## src/common/rv_pkg.sv

```systemverilog
package rv_pkg;

    localparam int XLEN       = 32;
    localparam int REG_ADDR_W = 5;
    localparam int REG_COUNT  = 32;

    localparam logic [XLEN-1:0] RESET_PC  = 32'h0000_0000;
    localparam logic [XLEN-1:0] EXIT_ADDR = 32'h0000_0044; // program end marker

    typedef logic [XLEN-1:0]       word_t;
    typedef logic [REG_ADDR_W-1:0] reg_addr_t;

    // major opcodes
    localparam logic [6:0] OPC_OP     = 7'b0110011;
    localparam logic [6:0] OPC_OP_IMM = 7'b0010011;
    localparam logic [6:0] OPC_LUI    = 7'b0110111;
    localparam logic [6:0] OPC_AUIPC  = 7'b0010111;
    localparam logic [6:0] OPC_BRANCH = 7'b1100011;
    localparam logic [6:0] OPC_JAL    = 7'b1101111;
    localparam logic [6:0] OPC_JALR   = 7'b1100111;

    // funct3, alu group
    localparam logic [2:0] F3_ADD_SUB = 3'b000;
    localparam logic [2:0] F3_SLL     = 3'b001;
    localparam logic [2:0] F3_SLT     = 3'b010;
    localparam logic [2:0] F3_SLTU    = 3'b011;
    localparam logic [2:0] F3_XOR     = 3'b100;
    localparam logic [2:0] F3_SRL_SRA = 3'b101;
    localparam logic [2:0] F3_OR      = 3'b110;
    localparam logic [2:0] F3_AND     = 3'b111;

    // funct3, branch group
    localparam logic [2:0] F3_BEQ  = 3'b000;
    localparam logic [2:0] F3_BNE  = 3'b001;
    localparam logic [2:0] F3_BLT  = 3'b100;
    localparam logic [2:0] F3_BGE  = 3'b101;
    localparam logic [2:0] F3_BLTU = 3'b110;
    localparam logic [2:0] F3_BGEU = 3'b111;
    localparam logic [2:0] F3_JALR = 3'b000;

    localparam logic [6:0] F7_BASE = 7'b0000000;
    localparam logic [6:0] F7_ALT  = 7'b0100000; // sub / sra

    typedef enum logic [3:0] {
        ALU_ADD, ALU_SUB, ALU_AND, ALU_OR, ALU_XOR,
        ALU_SLL, ALU_SRL, ALU_SRA, ALU_SLT, ALU_SLTU,
        ALU_JALR // add, then clear bit 0
    } alu_op_e;

    typedef enum logic [2:0] {
        BR_NONE, BR_BEQ, BR_BNE, BR_BLT, BR_BGE, BR_BLTU, BR_BGEU
    } br_op_e;

    typedef enum logic [1:0] {OP1_RS1, OP1_PC, OP1_ZERO} op1_sel_e;
    typedef enum logic {OP2_RS2, OP2_IMM} op2_sel_e;
    typedef enum logic {WB_ALU, WB_PC4} wb_sel_e;

    typedef struct packed {
        alu_op_e   alu_op;
        br_op_e    br_op;
        op1_sel_e  op1_sel;
        op2_sel_e  op2_sel;
        wb_sel_e   wb_sel;
        logic      rf_wen;
        logic      is_jump;
        reg_addr_t rs1;
        reg_addr_t rs2;
        reg_addr_t rd;
        word_t     imm;      // B imm for branches, else the alu operand
    } ctrl_t;

endpackage

```

## src/hw/core_top.sv

```systemverilog
`timescale 1ns/1ns

module core_top (
    input  logic          clk,
    input  logic          rst_n,
    output logic          imem_req_o,
    output rv_pkg::word_t imem_addr_o,
    input  logic          imem_ack_i,
    input  rv_pkg::word_t imem_data_i,
    output logic          exit_o,
    output rv_pkg::word_t gp_o
);
    import rv_pkg::*;

    word_t inst;
    word_t pc;
    word_t next_pc;
    word_t wb_data;
    word_t rs1_data;
    word_t rs2_data;
    logic  exec_en;
    ctrl_t ctrl;

    fetch_unit fetch0 (
        .clk         (clk),
        .rst_n       (rst_n),
        .imem_req_o  (imem_req_o),
        .imem_addr_o (imem_addr_o),
        .imem_ack_i  (imem_ack_i),
        .imem_data_i (imem_data_i),
        .next_pc_i   (next_pc),
        .inst_o      (inst),
        .pc_o        (pc),
        .exec_en_o   (exec_en),
        .exit_o      (exit_o)
    );

    decoder dec0 (
        .inst_i (inst),
        .ctrl_o (ctrl)
    );

    reg_file rf0 (
        .clk        (clk),
        .rst_n      (rst_n),
        .exec_en_i  (exec_en),
        .ctrl_i     (ctrl),
        .wb_data_i  (wb_data),
        .rs1_data_o (rs1_data),
        .rs2_data_o (rs2_data),
        .gp_o       (gp_o)
    );

    exec_unit exu0 (
        .ctrl_i     (ctrl),
        .pc_i       (pc),
        .rs1_data_i (rs1_data),
        .rs2_data_i (rs2_data),
        .next_pc_o  (next_pc),
        .wb_data_o  (wb_data)
    );

endmodule

```

## src/hw/decoder.sv

```systemverilog
`timescale 1ns/1ns

module decoder (
    input  rv_pkg::word_t inst_i,
    output rv_pkg::ctrl_t ctrl_o
);
    import rv_pkg::*;

    logic [6:0] opcode;
    logic [2:0] funct3;
    logic [6:0] funct7;
    word_t      imm_i;
    word_t      imm_b;
    word_t      imm_j;
    word_t      imm_u;
    logic       op_legal;
    logic       imm_legal;

    function automatic alu_op_e alu_from_f3(logic [2:0] f3, logic alt);
        alu_op_e op;
        case (f3)
            F3_ADD_SUB: op = alt ? ALU_SUB : ALU_ADD;
            F3_SLL:     op = ALU_SLL;
            F3_SLT:     op = ALU_SLT;
            F3_SLTU:    op = ALU_SLTU;
            F3_XOR:     op = ALU_XOR;
            F3_SRL_SRA: op = alt ? ALU_SRA : ALU_SRL;
            F3_OR:      op = ALU_OR;
            default:    op = ALU_AND;
        endcase
        return op;
    endfunction

    assign opcode = inst_i[6:0];
    assign funct3 = inst_i[14:12];
    assign funct7 = inst_i[31:25];

    assign imm_i = {{20{inst_i[31]}}, inst_i[31:20]};
    assign imm_b = {{20{inst_i[31]}}, inst_i[7], inst_i[30:25], inst_i[11:8], 1'b0};
    assign imm_j = {{12{inst_i[31]}}, inst_i[19:12], inst_i[20], inst_i[30:21], 1'b0};
    assign imm_u = {inst_i[31:12], 12'b0};

    // funct7 only alt for sub and sra
    assign op_legal = (funct7 == F7_BASE) ||
        (funct7 == F7_ALT && (funct3 == F3_ADD_SUB || funct3 == F3_SRL_SRA));
    assign imm_legal = (funct3 == F3_SLL)     ? (funct7 == F7_BASE) :
                       (funct3 == F3_SRL_SRA) ? (funct7 == F7_BASE || funct7 == F7_ALT) :
                       1'b1;

    always_comb begin
        ctrl_o.alu_op  = ALU_ADD;
        ctrl_o.br_op   = BR_NONE;
        ctrl_o.op1_sel = OP1_RS1;
        ctrl_o.op2_sel = OP2_RS2;
        ctrl_o.wb_sel  = WB_ALU;
        ctrl_o.rf_wen  = 1'b0;
        ctrl_o.is_jump = 1'b0;
        ctrl_o.rs1     = inst_i[19:15];
        ctrl_o.rs2     = inst_i[24:20];
        ctrl_o.rd      = inst_i[11:7];
        ctrl_o.imm     = imm_i;
        case (opcode)
            OPC_OP: begin
                ctrl_o.alu_op = alu_from_f3(funct3, funct7[5]);
                ctrl_o.rf_wen = op_legal;
            end
            OPC_OP_IMM: begin
                // only srai takes the alt bit, addi never turns into sub
                ctrl_o.alu_op  = alu_from_f3(funct3, funct3 == F3_SRL_SRA && funct7[5]);
                ctrl_o.op2_sel = OP2_IMM;
                ctrl_o.rf_wen  = imm_legal;
            end
            OPC_LUI: begin
                ctrl_o.op1_sel = OP1_ZERO;
                ctrl_o.op2_sel = OP2_IMM;
                ctrl_o.imm     = imm_u;
                ctrl_o.rf_wen  = 1'b1;
            end
            OPC_AUIPC: begin
                ctrl_o.op1_sel = OP1_PC;
                ctrl_o.op2_sel = OP2_IMM;
                ctrl_o.imm     = imm_u;
                ctrl_o.rf_wen  = 1'b1;
            end
            OPC_BRANCH: begin
                ctrl_o.imm = imm_b;
                case (funct3)
                    F3_BEQ:  ctrl_o.br_op = BR_BEQ;
                    F3_BNE:  ctrl_o.br_op = BR_BNE;
                    F3_BLT:  ctrl_o.br_op = BR_BLT;
                    F3_BGE:  ctrl_o.br_op = BR_BGE;
                    F3_BLTU: ctrl_o.br_op = BR_BLTU;
                    F3_BGEU: ctrl_o.br_op = BR_BGEU;
                    default: ctrl_o.br_op = BR_NONE; // 010/011 reserved
                endcase
            end
            OPC_JAL: begin
                ctrl_o.op1_sel = OP1_PC;
                ctrl_o.op2_sel = OP2_IMM;
                ctrl_o.imm     = imm_j;
                ctrl_o.wb_sel  = WB_PC4;
                ctrl_o.rf_wen  = 1'b1;
                ctrl_o.is_jump = 1'b1;
            end
            OPC_JALR: begin
                if (funct3 == F3_JALR) begin
                    ctrl_o.alu_op  = ALU_JALR;
                    ctrl_o.op2_sel = OP2_IMM;
                    ctrl_o.wb_sel  = WB_PC4;
                    ctrl_o.rf_wen  = 1'b1;
                    ctrl_o.is_jump = 1'b1;
                end
            end
            default: ; // unknown word, falls through as a no-op
        endcase
    end

endmodule

```

## src/hw/exec_unit.sv

```systemverilog
`timescale 1ns/1ns

module exec_unit (
    input  rv_pkg::ctrl_t ctrl_i,
    input  rv_pkg::word_t pc_i,
    input  rv_pkg::word_t rs1_data_i,
    input  rv_pkg::word_t rs2_data_i,
    output rv_pkg::word_t next_pc_o,
    output rv_pkg::word_t wb_data_o
);
    import rv_pkg::*;

    localparam int SHAMT_W = $clog2(XLEN);

    word_t              op1;
    word_t              op2;
    word_t              alu_res;
    word_t              pc_plus4;
    logic [SHAMT_W-1:0] shamt;
    logic               br_taken;

    always_comb begin
        case (ctrl_i.op1_sel)
            OP1_RS1: op1 = rs1_data_i;
            OP1_PC:  op1 = pc_i;
            default: op1 = '0; // lui
        endcase
    end

    assign op2   = (ctrl_i.op2_sel == OP2_IMM) ? ctrl_i.imm : rs2_data_i;
    assign shamt = op2[SHAMT_W-1:0];

    always_comb begin
        case (ctrl_i.alu_op)
            ALU_SUB:  alu_res = op1 - op2;
            ALU_AND:  alu_res = op1 & op2;
            ALU_OR:   alu_res = op1 | op2;
            ALU_XOR:  alu_res = op1 ^ op2;
            ALU_SLL:  alu_res = op1 << shamt;
            ALU_SRL:  alu_res = op1 >> shamt;
            ALU_SRA:  alu_res = word_t'($signed(op1) >>> shamt);
            ALU_SLT:  alu_res = word_t'($signed(op1) < $signed(op2));
            ALU_SLTU: alu_res = word_t'(op1 < op2);
            ALU_JALR: alu_res = (op1 + op2) & ~word_t'(1);
            default:  alu_res = op1 + op2;
        endcase
    end

    // compare straight on the register values
    always_comb begin
        case (ctrl_i.br_op)
            BR_BEQ:  br_taken = (rs1_data_i == rs2_data_i);
            BR_BNE:  br_taken = (rs1_data_i != rs2_data_i);
            BR_BLT:  br_taken = ($signed(rs1_data_i) < $signed(rs2_data_i));
            BR_BGE:  br_taken = ($signed(rs1_data_i) >= $signed(rs2_data_i));
            BR_BLTU: br_taken = (rs1_data_i < rs2_data_i);
            BR_BGEU: br_taken = (rs1_data_i >= rs2_data_i);
            default: br_taken = 1'b0;
        endcase
    end

    assign pc_plus4  = pc_i + 32'd4;
    assign next_pc_o = br_taken       ? pc_i + ctrl_i.imm :
                       ctrl_i.is_jump ? alu_res :
                       pc_plus4;
    assign wb_data_o = (ctrl_i.wb_sel == WB_PC4) ? pc_plus4 : alu_res; // link addr for jumps

endmodule

```

## src/hw/fetch_unit.sv

```systemverilog
`timescale 1ns/1ns

module fetch_unit (
    input  logic          clk,
    input  logic          rst_n,
    output logic          imem_req_o,
    output rv_pkg::word_t imem_addr_o,
    input  logic          imem_ack_i,
    input  rv_pkg::word_t imem_data_i,
    input  rv_pkg::word_t next_pc_i,
    output rv_pkg::word_t inst_o,
    output rv_pkg::word_t pc_o,
    output logic          exec_en_o,
    output logic          exit_o
);
    import rv_pkg::*;

    typedef enum logic [1:0] {REQ, WAIT_ACK, WAIT_RELEASE, EXEC} fetch_state_e;

    fetch_state_e state_q;
    word_t        pc_q;
    word_t        inst_q;
    logic         exit_q;
    logic         at_exit;

    assign at_exit = (pc_q == EXIT_ADDR);

    always_ff @(posedge clk) begin
        if (!rst_n) begin
            state_q <= REQ;
            pc_q    <= RESET_PC;
            exit_q  <= 1'b0;
        end else begin
            exit_q <= at_exit;
            case (state_q)
                REQ: begin  // idle, also parks here at exit
                    if (!at_exit && !imem_ack_i)
                        state_q <= WAIT_ACK;
                end
                WAIT_ACK: begin
                    if (imem_ack_i)
                        state_q <= WAIT_RELEASE;
                end
                WAIT_RELEASE: begin
                    if (!imem_ack_i)
                        state_q <= EXEC;
                end
                EXEC: begin
                    pc_q    <= next_pc_i;
                    state_q <= (next_pc_i == EXIT_ADDR) ? REQ : WAIT_ACK;
                end
                default: state_q <= REQ;
            endcase
        end
    end

    // instruction latch, first cycle of ack
    always_ff @(posedge clk) begin
        if (state_q == WAIT_ACK && imem_ack_i)
            inst_q <= imem_data_i;
    end

    assign imem_req_o  = (state_q == WAIT_ACK);
    assign imem_addr_o = pc_q;
    assign inst_o      = inst_q;
    assign pc_o        = pc_q;
    assign exec_en_o   = (state_q == EXEC);
    assign exit_o      = exit_q;

    // four-phase rule, core side
    a_req_held: assert property (@(posedge clk) disable iff (!rst_n)
        imem_req_o && !imem_ack_i |=> imem_req_o);
    a_addr_stable: assert property (@(posedge clk) disable iff (!rst_n)
        imem_req_o |=> $stable(imem_addr_o));

endmodule

```

## src/hw/reg_file.sv

```systemverilog
`timescale 1ns/1ns

module reg_file (
    input  logic          clk,
    input  logic          rst_n,
    input  logic          exec_en_i,
    input  rv_pkg::ctrl_t ctrl_i,
    input  rv_pkg::word_t wb_data_i,
    output rv_pkg::word_t rs1_data_o,
    output rv_pkg::word_t rs2_data_o,
    output rv_pkg::word_t gp_o
);
    import rv_pkg::*;

    word_t regs [1:REG_COUNT-1]; // no storage for x0
    logic  wr_en;

    assign wr_en = exec_en_i && ctrl_i.rf_wen && (ctrl_i.rd != '0);

    always_ff @(posedge clk) begin
        if (!rst_n) begin
            for (int i = 1; i < REG_COUNT; i++)
                regs[i] <= '0;
        end else if (wr_en) begin
            regs[ctrl_i.rd] <= wb_data_i;
        end
    end

    assign rs1_data_o = (ctrl_i.rs1 == '0) ? '0 : regs[ctrl_i.rs1];
    assign rs2_data_o = (ctrl_i.rs2 == '0) ? '0 : regs[ctrl_i.rs2];
    assign gp_o       = regs[3]; // x3

endmodule

```

## config.mk

```make
export PLATFORM = sky130hd
export DESIGN_NAME = core_top
export DESIGN_NICKNAME = d
export VERILOG_FILES = /design/src/common/rv_pkg.sv /design/src/hw/core_top.sv /design/src/hw/decoder.sv /design/src/hw/exec_unit.sv /design/src/hw/fetch_unit.sv /design/src/hw/reg_file.sv
export SDC_FILE = /design/constraint.sdc
export NUM_CORES = 2
export LEC_CHECK = 0
export BUFFER_PORTS_ARGS = -buffer_cell sky130_fd_sc_hd__buf_4
export CORE_ASPECT_RATIO = 1.2
export CORE_MARGIN = 2
export CORE_UTILIZATION = 46
export DETAILED_ROUTE_END_ITERATION = 10
export PLACE_DENSITY = 0.59
export SYNTH_ARGS = -nofsm -noshare
export SYNTH_HDL_FRONTEND = slang
export SYNTH_SLANG_ARGS = --single-unit
```

## constraint.sdc

```tcl
create_clock -name clk -period 8.8 [get_ports clk]
set_input_delay 0.88 -clock clk [delete_from_list [all_inputs] [get_ports clk]]
set_output_delay 0.88 -clock clk [all_outputs]
set_load 0.005 [all_outputs]
```

==> results_dict.tcl <==
set metrics [dict create \
    status "complete, but fails checks" \
    violations "capacitance limit, slew limit" \
    drc 0 \
    cp_max_fo 94 \
    hold_class "in2reg" \
    cts.sinks 1101 \
    rsz0062_at_grt "false" \
    crit_family "compound AO/OA/AOI/OAI gates" \
    setup_viol 0 \
    cp-end-kind "flip-flop" \
    yosys_warnings 0 \
    fill_cells 13080 \
    clkPwrFrac 0.163 \
    worstMarginPinSlew_ns 1.502 \
    grt_pass1_vias 54660 \
    arrival_ns 8.82 \
    dr.pass1.iters 6 \
    start_util 0.4627 \
    post-cts-setup-buffers 0 \
    drtIter0Drc 8170 \
    gp_congestion 1.073 \
    insertion_delay_ns 0.78 \
    synth_cells 6194 \
    maxCapViolCount 1 \
    finalCritPeriodShare 0.9479 \
    syn2layout_area_growth_pct 11.21 \
    synth_seq_cells 1101 \
    root_buffer "clkbuf_16" \
    total_power_w 0.02996 \
    p_int_w 0.01430 \
    seqPwrFrac 0.216 \
    row_count 155 \
    yosysTopAreaCell "edfxtp_1" \
    cts_tree "built" \
    worstSetupStartpointType "flip-flop" \
    p_sw_w 0.01566 \
    ys_types 109 \
    synth_top_area_share 0.4619 \
    cpMostUsedCell "buf_4" \
    syn_area_um2 68650 \
    boundaryPins 101 \
    drive_above_1_share 0.1824 \
    max_freq_ghz 0.1199 \
    die_x_um 356.7 \
    cp_slowest_stage_delay_ns 1.07 \
    clock_path_buffers 3 \
    design_area_um2 76340 \
    core_um2 148400 \
    wirelength_mm 310.4 \
    swShare 0.5226 \
    synth_edf_count 1056 \
    crit_slowest_cell "nor4_1" \
    drv_slew 2 \
    avgSynthCellArea_um2 11.08 \
    dieArea_um2 152400 \
    port_buffers 100 \
    async_flop_share 0 \
    synthTopCellsByArea "edfxtp_1, mux4_2, nor2_1, mux2i_1, ha_1" \
    grt_pass1_wl_mm 428.1 \
    h-tree-depth 3 \
    crit_buf_inv 6 \
    ctsHoldBuffers 0 \
    finish.utilization 0.5146 \
    p_comb_frac 0.621 \
    place_area_um2 72630 \
    antenna_found_initial 14 \
    multi_input_comb_area_um2 33530 \
    p_per_area_nw_per_um2 392.4 \
    slew_headroom -0.001092 \
    synth_flop_cell "edfxtp_1" \
    grt_overflow_total 0 \
    die_h_um 427.2 \
    cts_buffers 113 \
    vdd_drop_max_mv 0.5387 \
    skew_ns 0.07336 \
    fin_crit_ns 8.342 \
    seq_area_frac_synth 0.4750 \
    grtUsageTotal 0.4039 \
    nets 6409 \
    num_vias 56470 \
    cts.clk_slew.worst_paths_ns 0.07 \
    hpwl_mm 213.4 \
    register_area_um2 32640 \
    cts-resized-gates 0 \
    finalHoldViolCount 0 \
    p_leak_nw 29.84 \
    setup_tns_ns 0 \
    grt_max_degree 107 \
    crit_required_ns 9.28 \
    critPathKind "reg2reg" \
    antenna_left 0 \
    viasPerCell 6.830 \
    wire_per_inst_um 37.55 \
]
-- Yosys cell counts, types with 65 or more instances --
cell type,instances
nor3_1,72
o21ai_0,159
ha_1,167
mux4_2,379
clkbuf_1,329
nor2_1,1241
edfxtp_1,1056
inv_1,174
nand2_1,436
mux2i_1,458
a21oi_1,301
nand3_1,65
buf_2,140
a22oi_1,225
-- routing by layer --
metal / up-vias / share of wire / GRT usage
li1: 23190 / - / -
met1: 28440 / 0.34 / 0.4672
met2: 3782 / 0.46 / 0.6438
met3: 1039 / 0.10 / 0.1042
met4: 16 / 0.092 / 0.3085
met5: - / 0.00034 / 0
-- area by class of cell --
class	instances	share of cell area
Multi-Input combinational cell	4397	0.4392
Tap cell	1962	0.03216
Clock buffer	135	0.03840
Inverter	181	0.009030
Clock inverter	76	0.009752
Antenna cell	5	0.0001639
Sequential cell	1101	0.4275
Timing Repair Buffer	410	0.04386
-- per-stage QoR --
step / setup WS, ns / cells / hold slack [ns]
after floorplan: 1.613 / 6225 / 0.4909
after global placement: 0.6542 / 8050 / 0.5065
after detailed placement: 0.7289 / 8050 / 0.5234
after CTS: 0.6654 / 8261 / 0.2363
after global routing: 0.1627 / 8264 / 0.2618
final: 0.4584 / 8267 / 0.2745
-- sequential cells by signal, indices dropped and copies added (netlist names), named ones only --
register / count
fetch0.exit_o: 1
fetch0.imem_addr_o: 32
fetch0.inst_o: 32
fetch0.state_q: 2
rf0.regs: 1024
-- worst paths after layout --
path                          start                      to  slack, ns  depth (start not counted)
max reg2reg               flip-flop        rf0.regs[15][31]       0.46                         26
max                       flip-flop        rf0.regs[15][31]       0.46                         26
min reg2reg  fetch0.imem_addr_o[15]  fetch0.imem_addr_o[15]       0.54                          2
min                  imem_data_i[3]        fetch0.inst_o[3]       0.27                          1
-- cell families after synthesis --
| group | synth area share |
|---|---|
| multiplexers | 0.1976 |
| AND/OR/NAND/NOR | 0.1272 |
| XOR/XNOR | 0.008676 |
| adder cells (fa/ha/maj) | 0.03131 |
| flip-flops | 0.4750 |
| other | 0.00005463 |
| buffers and inverters | 0.04544 |
| AO/OA/AOI/OAI | 0.1148 |
-- power groups by stage --
stage	Combinational (W)	Clock (W)	Sequential, W
2_1_floorplan	0.0107	0	0.00636
3_3_place_gp	0.0179	0	0.00656
3_5_place_dp	0.0178	0	0.00657
4_1_cts	0.0179	0.00490	0.00646
5_1_grt	0.0193	0.00510	0.00650
6_report	0.0186	0.00489	0.00648
-- cells in the final DEF (no fill, tap or decap), types with 25 or more instances in the layout --
cell	instances
inv_1	172
and2_1	29
xnor2_1	39
a221oi_1	28
o211ai_1	34
dfxtp_1	38
a21o_1	44
a21oi_1	299
mux2_2	31
xor2_1	29
edfxtp_1	1056
nand2_1	372
nand4_1	25
mux4_2	379
nor4_1	40
clkinv_1	29
a22oi_1	224
nor2_1	1237
o22ai_1	58
nor2b_1	41
nand3_1	65
ha_1	166
a211oi_1	61
clkbuf_16	114
nor3_1	69
mux2i_1	457
nand2_2	65
conb_1	32
nand2b_1	29
a31oi_1	32
buf_4	388
o21ai_0	158
Power figures use the tool's default switching activity.
